### src/design/discrete_pkg.sv
// discrete sound package.
// shared sample and logarithm types, fixed-point constants and counter
// widths for the 555 astable oscillator datapath.
`default_nettype none

package discrete_pkg;

    // signed audio or control-voltage sample.
    typedef logic signed [15:0] sample_t;

    // natural log result, 8 fraction bits.
    typedef logic [11:0] ln_t;

    // log argument, 8 fraction bits, always >= 1.0.
    typedef logic [23:0] log_in_t;

    // oscillator cycle counter.
    typedef logic [63:0] cycle_count_t;

    // fixed-point formats.
    localparam int unsigned LN_FRAC_BITS   = 8;                  // log in/out fraction.
    localparam int unsigned LOG_ONE        = 1 << LN_FRAC_BITS;  // 1.0 as log argument.
    localparam int unsigned LOG_TABLE_BITS = 6;                  // mantissa bits into table.
    localparam int unsigned LN2_FRAC_BITS  = 16;
    localparam int unsigned C_FRAC_BITS    = 35;                 // capacitance scaling.

    // ln 2 at two scalings.
    localparam int unsigned LN2_16_SHIFTED = 45426;
    localparam int unsigned LN2_8_SHIFTED  =
        LN2_16_SHIFTED >> (LN2_FRAC_BITS - LN_FRAC_BITS);    // 177.

    // supply level, also the upper bound for the control voltage.
    localparam sample_t VCC_LEVEL = 16'sd32767;

    // square wave output levels.
    localparam sample_t HIGH_LEVEL = '1;  // all ones.
    localparam sample_t LOW_LEVEL  = '0;

    // dropped sample counter width on the output side.
    localparam int unsigned DROP_COUNT_W = 16;

endpackage

`default_nettype wire

### src/design/natural_log.sv
// natural logarithm, two stage pipeline.
// input and output carry 8 fraction bits; the input must be >= 1.0.
// stage one finds the leading one and normalizes the mantissa,
// stage two sums exponent * ln 2, a table entry and a linear residual.
`default_nettype none

module natural_log (
    input  logic                  clk,
    input  logic                  rst,
    input  discrete_pkg::log_in_t in_8_shifted,
    output discrete_pkg::ln_t     out_8_shifted
);
    import discrete_pkg::*;

    localparam int MSB     = $bits(log_in_t) - 1;
    localparam int POS_W   = $clog2($bits(log_in_t));
    localparam int EXP_W   = $clog2($bits(log_in_t) - LN_FRAC_BITS);
    localparam int RES_W   = LN_FRAC_BITS - LOG_TABLE_BITS;  // bits just below the index.
    localparam int RES_LSB = MSB - LN_FRAC_BITS;             // weight of one output lsb.

    // ln(1 + i/64) * 256, rounded.
    localparam logic [7:0] LN_TABLE [2**LOG_TABLE_BITS] = '{
        8'd0,   8'd4,   8'd8,   8'd12,  8'd16,  8'd19,  8'd23,  8'd27,
        8'd30,  8'd34,  8'd37,  8'd41,  8'd44,  8'd47,  8'd51,  8'd54,
        8'd57,  8'd60,  8'd63,  8'd67,  8'd70,  8'd73,  8'd76,  8'd79,
        8'd82,  8'd84,  8'd87,  8'd90,  8'd93,  8'd96,  8'd98,  8'd101,
        8'd104, 8'd106, 8'd109, 8'd112, 8'd114, 8'd117, 8'd119, 8'd122,
        8'd124, 8'd127, 8'd129, 8'd132, 8'd134, 8'd136, 8'd139, 8'd141,
        8'd143, 8'd146, 8'd148, 8'd150, 8'd152, 8'd154, 8'd157, 8'd159,
        8'd161, 8'd163, 8'd165, 8'd167, 8'd169, 8'd171, 8'd173, 8'd175
    };

    logic [POS_W-1:0]          lead_pos;  // position of the leading one.
    log_in_t                   norm;      // leading one moved to the msb.
    logic [EXP_W-1:0]          exp_q;
    logic [LOG_TABLE_BITS-1:0] idx_q;
    logic [RES_W-1:0]          res_q;

    // leading one search, higher bits win.
    always_comb begin
        lead_pos = POS_W'(LN_FRAC_BITS);  // 1.0 when nothing above is set.
        for (int i = LN_FRAC_BITS; i <= MSB; i++) begin
            if (in_8_shifted[i]) begin
                lead_pos = POS_W'(i);
            end
        end
        norm = in_8_shifted << (MSB - lead_pos);
    end

    // stage one.
    always_ff @(posedge clk) begin
        if (rst) begin
            exp_q <= '0;
            idx_q <= '0;
            res_q <= '0;
        end else begin
            exp_q <= EXP_W'(lead_pos - POS_W'(LN_FRAC_BITS));  // integer part of log2.
            idx_q <= norm[MSB-1 -: LOG_TABLE_BITS];           // mantissa top bits.
            res_q <= norm[RES_LSB +: RES_W];                  // slope taken as one.
        end
    end

    // stage two.
    always_ff @(posedge clk) begin
        if (rst) begin
            out_8_shifted <= '0;
        end else begin
            out_8_shifted <= ln_t'(exp_q * LN2_8_SHIFTED)
                           + ln_t'(LN_TABLE[idx_q])
                           + ln_t'(res_q);
        end
    end

    // the oscillator must never hand in an argument below one.
    assert property (@(posedge clk) disable iff (rst) in_8_shifted >= LOG_ONE)
        else $error("natural_log argument below 1.0: %0d", in_8_shifted);

endmodule

`default_nettype wire

### src/design/cv_ingress.sv
// control voltage input side.
// credit based receiver: incoming samples are registered, stored in a
// circular buffer and popped into the v_control register whenever the
// buffer holds one. each pop returns one credit to the source.
`default_nettype none

module cv_ingress #(
    parameter int unsigned CV_DEPTH = 4
) (
    input  logic                  clk,
    input  logic                  rst,
    input  logic                  cv_valid,
    input  discrete_pkg::sample_t cv_data,
    output logic                  cv_credit,
    output discrete_pkg::sample_t v_control
);
    import discrete_pkg::*;

    localparam int PTR_W = (CV_DEPTH > 1) ? $clog2(CV_DEPTH) : 1;
    localparam int CNT_W = $clog2(CV_DEPTH + 1);

    sample_t          mem [CV_DEPTH];
    logic             in_valid_q;  // registered source strobe.
    sample_t          in_data_q;
    logic [PTR_W-1:0] wr_ptr;
    logic [PTR_W-1:0] rd_ptr;
    logic [CNT_W-1:0] count;       // entries held.
    logic             pop;

    assign pop = (count != '0);  // drain as soon as anything is there.

    // input register.
    always_ff @(posedge clk) begin
        if (rst) begin
            in_valid_q <= 1'b0;
        end else begin
            in_valid_q <= cv_valid;
        end
    end

    always_ff @(posedge clk) begin
        in_data_q <= cv_data;
    end

    // buffer storage.
    always_ff @(posedge clk) begin
        if (in_valid_q) begin
            mem[wr_ptr] <= in_data_q;
        end
    end

    // pointers and fill level.
    always_ff @(posedge clk) begin
        if (rst) begin
            wr_ptr <= '0;
            rd_ptr <= '0;
            count  <= '0;
        end else begin
            if (in_valid_q) begin
                wr_ptr <= (wr_ptr == PTR_W'(CV_DEPTH - 1)) ? '0 : wr_ptr + 1'b1;
            end
            if (pop) begin
                rd_ptr <= (rd_ptr == PTR_W'(CV_DEPTH - 1)) ? '0 : rd_ptr + 1'b1;
            end
            case ({in_valid_q, pop})
                2'b10:   count <= count + 1'b1;
                2'b01:   count <= count - 1'b1;
                default: count <= count;
            endcase
        end
    end

    // head register and credit return, same cycle.
    always_ff @(posedge clk) begin
        if (rst) begin
            cv_credit <= 1'b0;
            v_control <= '0;  // zero volts.
        end else begin
            cv_credit <= pop;
            if (pop) begin
                v_control <= mem[rd_ptr];
            end
        end
    end

    // a write into a full buffer means the source sent without a credit.
    assert property (@(posedge clk) disable iff (rst)
        in_valid_q |-> (count != CNT_W'(CV_DEPTH)))
        else $error("cv_ingress write into full buffer, credit rule broken.");

endmodule

`default_nettype wire

### src/design/astable_555_vco.sv
// 555 timer as an astable voltage-controlled oscillator.
// high time  C*(R1+R2)*ln(1 + v/(2*(VCC-v))), from the control voltage.
// low time   C*R2*ln 2, fixed at elaboration.
// a wave counter compared against the high count gives a square wave,
// sampled on every audio clock enable.
`default_nettype none

module astable_555_vco #(
    parameter int unsigned CLOCK_RATE   = 50000000,
    parameter int unsigned R1           = 47000,
    parameter int unsigned R2           = 27000,
    parameter int unsigned C_35_SHIFTED = 1134  // 33 nF.
) (
    input  logic                  clk,
    input  logic                  rst,
    input  logic                  audio_clk_en,
    input  discrete_pkg::sample_t v_control,
    output logic                  sample_valid,
    output discrete_pkg::sample_t sample_data
);
    import discrete_pkg::*;

    localparam int unsigned LOW_FRAC_BITS = 27;
    localparam int unsigned HIGH_SHIFT    = C_FRAC_BITS + LN_FRAC_BITS;  // 43.

    // C*(R1+R2), 35 fraction bits.
    localparam cycle_count_t C_R1_R2_35_SHIFTED = cycle_count_t'(C_35_SHIFTED) * (R1 + R2);
    // C*R2*ln 2, brought down to 27 fraction bits.
    localparam cycle_count_t C_R2_LN2_27_SHIFTED =
        (cycle_count_t'(C_35_SHIFTED) * R2 * LN2_16_SHIFTED)
        >> (C_FRAC_BITS + LN2_FRAC_BITS - LOW_FRAC_BITS);
    localparam cycle_count_t CYCLES_LOW = (C_R2_LN2_27_SHIFTED * CLOCK_RATE) >> LOW_FRAC_BITS;

    sample_t      v_safe;            // clamped control voltage.
    log_in_t      log_num;
    log_in_t      log_den;
    log_in_t      to_log_8_shifted;  // 1 + v/(2*(VCC-v)).
    ln_t          ln_8_shifted;
    cycle_count_t cycles_high;
    cycle_count_t wave_length;
    cycle_count_t wave_counter;

    // clamp into 0..VCC-1 so the log argument stays >= 1 and finite.
    always_comb begin
        if (v_control < 0) begin
            v_safe = '0;
        end else if (v_control >= VCC_LEVEL) begin
            v_safe = VCC_LEVEL - 16'sd1;  // 32766.
        end else begin
            v_safe = v_control;
        end
        log_num = log_in_t'(v_safe) << LN_FRAC_BITS;
        log_den = log_in_t'(VCC_LEVEL - v_safe) << 1;  // never below 2.
    end

    // log argument, ratio rounded up so any positive voltage moves it off 1.0.
    always_ff @(posedge clk) begin
        if (rst) begin
            to_log_8_shifted <= log_in_t'(LOG_ONE);
        end else begin
            to_log_8_shifted <= log_in_t'(LOG_ONE) + (log_num + log_den - 1'b1) / log_den;
        end
    end

    natural_log i_natural_log (
        .clk           (clk),
        .rst           (rst),
        .in_8_shifted  (to_log_8_shifted),
        .out_8_shifted (ln_8_shifted)
    );

    // high count, multiply then drop the fraction bits.
    always_ff @(posedge clk) begin
        if (rst) begin
            cycles_high <= '0;
        end else begin
            cycles_high <= (C_R1_R2_35_SHIFTED * cycle_count_t'(ln_8_shifted) * CLOCK_RATE)
                           >> HIGH_SHIFT;
        end
    end

    assign wave_length = cycles_high + CYCLES_LOW;  // new period applies at once.

    always_ff @(posedge clk) begin
        if (rst) begin
            wave_counter <= '0;
        end else if (wave_counter < wave_length) begin
            wave_counter <= wave_counter + 1'b1;
        end else begin
            wave_counter <= '0;  // also catches a period that just shrank.
        end
    end

    // output sample follows the enable by one cycle.
    always_ff @(posedge clk) begin
        if (rst) begin
            sample_valid <= 1'b0;
        end else begin
            sample_valid <= audio_clk_en;
        end
    end

    always_ff @(posedge clk) begin
        if (audio_clk_en) begin
            sample_data <= (wave_counter < cycles_high) ? HIGH_LEVEL : LOW_LEVEL;
        end
    end

    // through clamp, log and multiply a positive voltage gives a real high phase.
    assert property (@(posedge clk) disable iff (rst)
        (v_control > 0) |-> ##4 (cycles_high != '0))
        else $error("astable_555_vco zero high count for positive control voltage.");

endmodule

`default_nettype wire

### src/design/audio_egress.sv
// audio output side.
// buffers oscillator samples and sends them downstream one per cycle
// while credits remain. the sink returns credits by single-cycle pulses.
// samples arriving at a full buffer are dropped and counted.
`default_nettype none

module audio_egress #(
    parameter int unsigned OUT_DEPTH   = 8,
    parameter int unsigned OUT_CREDITS = 4
) (
    input  logic                                 clk,
    input  logic                                 rst,
    input  logic                                 sample_valid,
    input  discrete_pkg::sample_t                sample_data,
    output logic                                 out_valid,
    output discrete_pkg::sample_t                out_data,
    input  logic                                 out_credit,
    output logic [discrete_pkg::DROP_COUNT_W-1:0] drop_count
);
    import discrete_pkg::*;

    localparam int PTR_W = (OUT_DEPTH > 1) ? $clog2(OUT_DEPTH) : 1;
    localparam int CNT_W = $clog2(OUT_DEPTH + 1);
    localparam int CRD_W = $clog2(OUT_CREDITS + 1);

    sample_t          mem [OUT_DEPTH];
    logic [PTR_W-1:0] wr_ptr;
    logic [PTR_W-1:0] rd_ptr;
    logic [CNT_W-1:0] count;
    logic [CRD_W-1:0] credits;  // downstream slots we may still fill.
    logic             full;
    logic             send;
    logic             push;

    assign full = (count == CNT_W'(OUT_DEPTH));
    assign send = (count != '0) && (credits != '0);
    assign push = sample_valid && (!full || send);  // a send frees the slot in time.

    always_ff @(posedge clk) begin
        if (push) begin
            mem[wr_ptr] <= sample_data;
        end
    end

    always_ff @(posedge clk) begin
        if (rst) begin
            wr_ptr <= '0;
            rd_ptr <= '0;
            count  <= '0;
        end else begin
            if (push) begin
                wr_ptr <= (wr_ptr == PTR_W'(OUT_DEPTH - 1)) ? '0 : wr_ptr + 1'b1;
            end
            if (send) begin
                rd_ptr <= (rd_ptr == PTR_W'(OUT_DEPTH - 1)) ? '0 : rd_ptr + 1'b1;
            end
            case ({push, send})
                2'b10:   count <= count + 1'b1;
                2'b01:   count <= count - 1'b1;
                default: count <= count;
            endcase
        end
    end

    // credit counter.
    always_ff @(posedge clk) begin
        if (rst) begin
            credits <= CRD_W'(OUT_CREDITS);
        end else begin
            case ({out_credit, send})
                2'b10:   credits <= credits + 1'b1;  // returned by the sink.
                2'b01:   credits <= credits - 1'b1;  // spent on a send.
                default: credits <= credits;
            endcase
        end
    end

    always_ff @(posedge clk) begin
        if (rst) begin
            out_valid <= 1'b0;
        end else begin
            out_valid <= send;
        end
    end

    always_ff @(posedge clk) begin
        if (send) begin
            out_data <= mem[rd_ptr];
        end
    end

    always_ff @(posedge clk) begin
        if (rst) begin
            drop_count <= '0;
        end else if (sample_valid && !push) begin
            drop_count <= drop_count + 1'b1;
        end
    end

    // sink returning a credit it never received would push past OUT_CREDITS.
    assert property (@(posedge clk) disable iff (rst)
        (out_credit && !send) |-> (credits < CRD_W'(OUT_CREDITS)))
        else $error("audio_egress credit counter above OUT_CREDITS.");

endmodule

`default_nettype wire

### src/design/discrete_555_top.sv
// discrete 555 voltage-controlled oscillator, top level.
// sets the circuit values and buffer sizes, and connects the control
// voltage input side, the oscillator and the audio output side.
`default_nettype none

module discrete_555_top #(
    parameter int unsigned CLOCK_RATE   = 1000000,  // short periods for simulation.
    parameter int unsigned R1           = 47000,
    parameter int unsigned R2           = 27000,
    parameter int unsigned C_35_SHIFTED = 1134,
    parameter int unsigned CV_DEPTH     = 4,
    parameter int unsigned OUT_DEPTH    = 8,
    parameter int unsigned OUT_CREDITS  = 4
) (
    input  logic                                  clk,
    input  logic                                  rst,
    input  logic                                  audio_clk_en,
    input  logic                                  cv_valid,
    input  discrete_pkg::sample_t                 cv_data,
    output logic                                  cv_credit,
    output logic                                  out_valid,
    output discrete_pkg::sample_t                 out_data,
    input  logic                                  out_credit,
    output logic [discrete_pkg::DROP_COUNT_W-1:0] drop_count
);
    import discrete_pkg::*;

    sample_t v_control;    // held control voltage.
    logic    sample_valid;
    sample_t sample_data;  // square wave sample.

    cv_ingress #(
        .CV_DEPTH (CV_DEPTH)
    ) i_cv_ingress (
        .clk       (clk),
        .rst       (rst),
        .cv_valid  (cv_valid),
        .cv_data   (cv_data),
        .cv_credit (cv_credit),
        .v_control (v_control)
    );

    astable_555_vco #(
        .CLOCK_RATE   (CLOCK_RATE),
        .R1           (R1),
        .R2           (R2),
        .C_35_SHIFTED (C_35_SHIFTED)
    ) i_astable_555_vco (
        .clk          (clk),
        .rst          (rst),
        .audio_clk_en (audio_clk_en),
        .v_control    (v_control),
        .sample_valid (sample_valid),
        .sample_data  (sample_data)
    );

    audio_egress #(
        .OUT_DEPTH   (OUT_DEPTH),
        .OUT_CREDITS (OUT_CREDITS)
    ) i_audio_egress (
        .clk          (clk),
        .rst          (rst),
        .sample_valid (sample_valid),
        .sample_data  (sample_data),
        .out_valid    (out_valid),
        .out_data     (out_data),
        .out_credit   (out_credit),
        .drop_count   (drop_count)
    );

endmodule

`default_nettype wire

### config.mk
export PLATFORM = sky130hd
export DESIGN_NAME = discrete_555_top
export DESIGN_NICKNAME = d
export VERILOG_FILES = /design/src/design/discrete_pkg.sv /design/src/design/natural_log.sv /design/src/design/cv_ingress.sv /design/src/design/astable_555_vco.sv /design/src/design/audio_egress.sv /design/src/design/discrete_555_top.sv
export SDC_FILE = /design/constraint.sdc
export NUM_CORES = 2
export LEC_CHECK = 0
export ABC_AREA = 1
export BUFFER_PORTS_ARGS = -buffer_cell sky130_fd_sc_hd__buf_2
export CAP_MARGIN = 0
export CORE_MARGIN = 4
export CORE_UTILIZATION = 50
export CTS_CLUSTER_SIZE = 24
export DETAILED_ROUTE_END_ITERATION = 10
export HOLD_SLACK_MARGIN = 0.12
export MAX_ROUTING_LAYER = met4
export PLACE_DENSITY_LB_ADDON = 0.25
export RECOVER_POWER = 25
export SLEW_MARGIN = 20
export SYNTH_ARGS = -nofsm -noshare
export SYNTH_HDL_FRONTEND = slang
export SYNTH_HIERARCHICAL = 1
export SYNTH_SLANG_ARGS = --single-unit
### constraint.sdc
create_clock -name clk -period 50.5 [get_ports clk]
set_input_delay 10.1 -clock clk [delete_from_list [all_inputs] [get_ports clk]]
set_output_delay 10.1 -clock clk [all_outputs]
set_load 0.05 [all_outputs]
# Yosys cells after proc, flatten, opt, wreduce, memory -nomap -nowiden
# Memory sizes are Yosys's and may differ from the RTL's. A register that Yosys moved wholly into a read port is not among the register bits.
# Index checks and enable logic that the tools add are counted.
# totals
reg_bits,248
ramBits,192
in_bits,21
rom_bits,512
latch_bits,0
mem_count,3
output_inout_bits,34
# mem_list
memory,depth,width,rd,rd_clocked_by_memory_dff,write_ports,line,source
(name not given),64,8,1,0,0,natural_log.sv:69,+ ln_t'(LN_TABLE[idx_q])
i_audio_egress.mem,8,16,1,1,1,audio_egress.sv:26,sample_t mem [OUT_DEPTH];
i_cv_ingress.mem,4,16,1,1,1,cv_ingress.sv:22,sample_t mem [CV_DEPTH];
# classes
div_mod_pow,1
n_mul,3
magnitude_cmp,5
bitwise,2
eq_ne,11
add_sub_neg,21
shift,1
reduce_logical,13
mux,31
# op_table
op,n
$lt 64x64->1,2
$mux 5,14
$add 64x1->64 const B,1
$add 64x10->64 const B,1
$mul 34x14->48 const B,1
$mux 16,3
$mul 22x12->34 const A,1
$shl 24x32->23,1
$add 24x24->24,1
$add 9x24->24 const A,1
$div 24x24->24,1
$sub 24x1->24 const B,1
$sub 16x16->17 const A,1
$add 16x1->16 const B,1
$ge 16x16->1 const B,1
$lt 16x1->1 const B,1
$mux 8,2
$add 12x2->12,1
$add 12x8->12,1
$add 3x1->3 const B,4
$mul 4x8->12 const B,1
$pmux 3 s2,2
$eq 2x2->1 const B,5
$pmux 4 s2,1
other kinds (22),39

# Logic depth before layout (Yosys ltp)
# logic_depth
word_depth,17
mapped_depth,438
depth_no_buf,415

# Modules after synthesis
# Netlist, hierarchy kept.
# by_module_without_submodules
module,instances,cells_per_inst,area_per_inst_um2
astable_555_vco,1,3515,26628.0
audio_egress,1,644,7183.1
cv_ingress,1,337,3885.0
natural_log,1,458,2850.2

# Least setup slack after synthesis
# Ideal clock, no wire load.
# synth_timing
path_kind,reg-to-reg
startpoint,register i_cv_ingress.v_control[15] (read register of i_cv_ingress.mem)
endpoint,register i_astable_555_vco.to_log_8_shifted[0]
period_less_slack_ns,53.798
setup_slack_ns,-3.298
path_stages_with_launch,418
setup_ns,0.117
t_arrival_ns,53.681
path_buffers,25
required_time_ns,50.383
path_cell_list,dfxtp_1 -> buf_2 -> nor2_1 -> inv_1 -> ha_1 -> inv_1 -> ha_1 -> nand2_1 -> inv_2 -> a21oi_1 -> o21ai_0 -> nand2_1 -> nand4_1 -> and2_1 -> ha_1 -> o211ai_1 -> o21ai_0 -> ha_1 -> [382 not listed] -> o21a_1 -> o21ai_0 -> nand4_1 -> o211ai_1 -> a21oi_1 -> nand3_4 -> buf_4 -> o21ai_1 -> inv_1 -> ha_1 -> a21oi_1 -> nor2_1 -> a211oi_1 -> o2111ai_1 -> a21oi_1 -> nand3_2 -> nor2_1 -> a21oi_1
# synth_between
elab_chain_cells,8
elab_cells_between_ends,9
classes_between,4 x add/sub; 1 x div; 2 x order compare; 2 x mux
# synth_lines
element,line,source
from (decl),cv_ingress.sv:15,output discrete_pkg::sample_t v_control
$ge 16x16->1,astable_555_vco.sv:47,end else if (v_control >= VCC_LEVEL) begin
$mux 16,astable_555_vco.sv:47,
$mux 16 *,astable_555_vco.sv:45,if (v_control < 0) begin
$sub 16x16->17,astable_555_vco.sv:53,log_den = log_in_t'(VCC_LEVEL - v_safe) << 1;
$add 24x24->24,astable_555_vco.sv:61,to_log_8_shifted <= log_in_t'(LOG_ONE) + (log_num + log_den - 1'b1) / log_den;
$sub 24x1->24,astable_555_vco.sv:61,
$div 24x24->24 *,astable_555_vco.sv:61,
$add 9x24->24 *,astable_555_vco.sv:61,
to (signal assigned),astable_555_vco.sv:59,to_log_8_shifted <= log_in_t'(LOG_ONE);
to (signal assigned),astable_555_vco.sv:61,
to (decl),astable_555_vco.sv:37,log_in_t to_log_8_shifted;
# Mark *: on every way between the ends. The rest lies on a longest branch, timed or not.
# A chain may end at the register's enable or synchronous reset.

# Final worst setup path
# layout_timing
startpoint,register i_cv_ingress.v_control[4] (read register of i_cv_ingress.mem)
endpoint,register i_astable_555_vco.to_log_8_shifted[0]
# Same word-level chain as after synthesis.

==> flow_summary_export.csv <==
group,metric,value,unit
outcome,outcome,"completed",
routing,wl,92.3,mm
clock_network,htreeDepth,2,
hold_path,hp-start,"i_audio_egress/credits[0]",
sta,final.min_clock_period,48.39,ns
setup_path,required,50.92,ns
cells_and_area,layout.nets,6086,
floorplan,io_pins,55,
setup_path,arrival,48.81,ns
cells_and_area,sequential_cell_area,0.0103,mm2
synthesis,async_flop_share,0,%
setup_path,crit_type,"register to register",
synthesis,ys_top_cells_by_count,"nand2_1, inv_1, ha_1",
sta,rsz0062_at_grt,"true",
global_route,grt_max_degree,101,
cells_and_area,drive_gt1_share,14.5,%
routing,firstDrtPassIters,6,
cells_and_area,nFillCells,7322,
sta,finalHoldViolCount,0,
setup_path,ff2ff_setup_slack,2.11,ns
setup_path,crit_start,"i_cv_ingress/v_control[4]",
floorplan,core-area,0.0804,mm2
setup_path,reg2reg_to,"i_astable_555_vco/to_log_8_shifted[0]",
sta,hold_slack,0.458,ns
global_route,first_global_vias,30800,
synthesis,syn-cell-area,0.0405,mm2
setup_path,cpMostUsedCell,"nand2_1",
setup_path,worstReg2RegStart,"i_cv_ingress/v_control[4]",
place,dp_hpwl,69.5,mm
synthesis,synth_warnings,6,
floorplan,die_y,293,um
setup_path,crit_path_max_fanout,8,
routing,viasPerCell,5.14,
routing,final_antenna_net_count,0,
routing,drtIter0Drc,2082,
sta,maxClockFrequency,20.7,MHz
setup_path,slowest_stage,"ha_1",
clock_network,clock_latency,0.57,ns
synthesis,synth_area_per_cell,8.18,um2
hold_path,worstHoldPathCells,1,
clock_network,cts_root_buffer,"clkbuf_16",
place,gp_congestion,0.901,
synthesis,synthDistinctLibCells,78,
hold_path,min_path_type,"register to register",
setup_path,cp-start-kind,"register",
sta,tightest_slew,1.10,ns
synthesis,synth_edf_count,209,
floorplan,die_w,293,um
floorplan,initial_core_util,50.4,%
synthesis,synthCells,4954,
clock_network,clkSinkCount,409,
sta,slew_violations,0,
clock_network,cts_buffers,41,
clock_network,clk_pin_slew,0.06,ns
clock_network,cts_hold_buf,0,
routing,post_drt_wl_per_cell,14.6,um
sta,maxSlewHeadroom,26.5,%
clock_network,cts_tree,"yes",
cells_and_area,syn_to_final_growth,12.7,%
run,drv_cap,0,
floorplan,dieArea,0.0857,mm2
setup_path,critPathMaxStageDelay,0.34,ns
synthesis,yosys.area.top_type,"ha_1",
synthesis,synthTopCellsByArea,"ha_1, edfxtp_1, dfxtp_1, fa_1, nand2_1",
setup_path,r2r_cells,400,
cells_and_area,antenna_cells,0,
global_route,globalRouteOverflowTotal,0,
hold_path,hold_path_end,"i_audio_egress/credits[0]",
global_route,grt_use_total,21.5,%
global_route,grt_pass1_wl,151,mm
floorplan,rows,104,
routing,vias,32600,
synthesis,synth_flop_cell,"edfxtp_1",
routing,drc,0,
synthesis,synth_most_common_cell,"nand2_1",
synthesis,synth.top_cell.area_share,19.1,%
sta,finalSetupViolations,0,
synthesis,ys_seq_elements,409,
synthesis,seq_area_frac_synth,25.4,%
sta,fin_worst_skew,0.0333,ns
setup_path,end_kind,"register",
global_route,antenna_found_initial,0,
cells_and_area,multi_input_area,0.0274,mm2
place,port-buffer-count,54,
clock_network,clock_path_buffers,3,
sta,finalCritPeriodShare,95.8,%
==> metal layers <==
| layer | global-route usage (%) | share of wire (%) |
|---|---|---|
| met4 | 4.34 | 1.9 |
| met3 | 2.18 | 3.5 |
| met1 | 29.1 | 48 |
| met5 | - | 0 |
| met2 | 35.3 | 47 |
==> metrics by stage <==
| stage | utilization (%) | std cells | setup WS, ns | instance area, um2 | TNS [ns] |
|---|---|---|---|---|---|
| after global routing | 56.8 | 6341 | -1.80 | 45700 | -2.17 |
| final | 56.8 | 6341 | 2.11 | 45700 | 0 |
| after global placement | 53.4 | 6154 | 0.962 | 42900 | 0 |
| after floorplan | - | 4999 | 0.00956 | 40900 | 0 |
| after detailed placement | 53.4 | 6154 | -0.750 | 42900 | -0.750 |
| after CTS | 55.2 | 6238 | 0.101 | 44400 | 0 |
==> worst max-delay path by stage <==
stage / slack (ns) / endpoint
finish: 2.11 / i_astable_555_vco/to_log_8_shifted[0]
global route: -1.80 / i_astable_555_vco/to_log_8_shifted[0]
CTS: 0.10 / i_astable_555_vco/to_log_8_shifted[0]
detailed placement: -0.75 / i_astable_555_vco/to_log_8_shifted[0]
global placement: 0.96 / i_astable_555_vco/to_log_8_shifted[0]
floorplan: 0.01 / i_astable_555_vco/to_log_8_shifted[0]
==> flip-flops by register name (all words and copies together), names as in the netlist, 6 cells and up <==
name	cells
i_cv_ingress/in_data_q	16
i_astable_555_vco/i_natural_log/idx_q	6
i_audio_egress/drop_count	16
i_audio_egress/out_data	16
i_cv_ingress/v_control	16
i_astable_555_vco/i_natural_log/out_8_shifted	12
i_audio_egress/mem	128
i_astable_555_vco/cycles_high	16
i_cv_ingress/mem	64
i_astable_555_vco/wave_counter	64
i_astable_555_vco/to_log_8_shifted	24
==> final cells by class <==
cell class                      instances  share of cell area [%]
Multi-Input combinational cell       3678                    59.9
Sequential cell                       409                    22.5
Inverter                              800                    6.73
Timing Repair Buffer                  312                    4.88
Tap cell                             1060                    2.90
Clock buffer                           53                    2.37
Clock inverter                         23                   0.641
Timing Repair inverter                  6                  0.0904
==> critical path: cells and delay by family, from the launching register on <==
kind / cells / cell delay [ns]
AOI/OAI and AO/OA: 162 / 23.47
and+or+nand+nor: 152 / 12.87
adders and majority gates: 25 / 6.85
buffers and inverters: 61 / 4.66
DFF: 1 / 0.31
==> cells in the final DEF (no fill, tap or decap), types with 41 or more instances in the layout <==
cell         n
nand3_1    252
clkbuf_16   41
xnor2_1     88
xor2_1     146
a21oi_2     41
buf_2       54
nand2_1    838
o21ai_0    247
edfxtp_1   209
nand4_1     44
buf_4      254
o21ai_1     66
a21oi_1    244
dfxtp_1    194
conb_1      46
a21o_1      53
nand2_2     65
inv_2       48
fa_1       198
inv_1      736
ha_1       603
nor2_1     328
==> cells by family (layout without fill, tap and decap cells) <==
group	Yosys count	after routing	share of synthesized area, %
other	1	46	0.00925
muxes	2	2	0.0494
xor gates and xnor gates	235	235	5.09
DFF	409	409	25.4
AOI/OAI and AO/OA	844	844	12.2
and+or+nand+nor	1732	1734	19.1
adders and majority gates	817	817	28.9
buffers and inverters	914	1194	9.34
==> timing repair <==
action | CTS | global route
setup buffers | 6 | 97
resized for setup | 4 | 162
pin swaps | 5 | 132
setup endpoints to repair | 1 | 3
cloned | 2 | 6
Power is left out: the tool's default activity adds up to more than one toggle a clock period on the data nets, which glitch-free logic cannot reach.
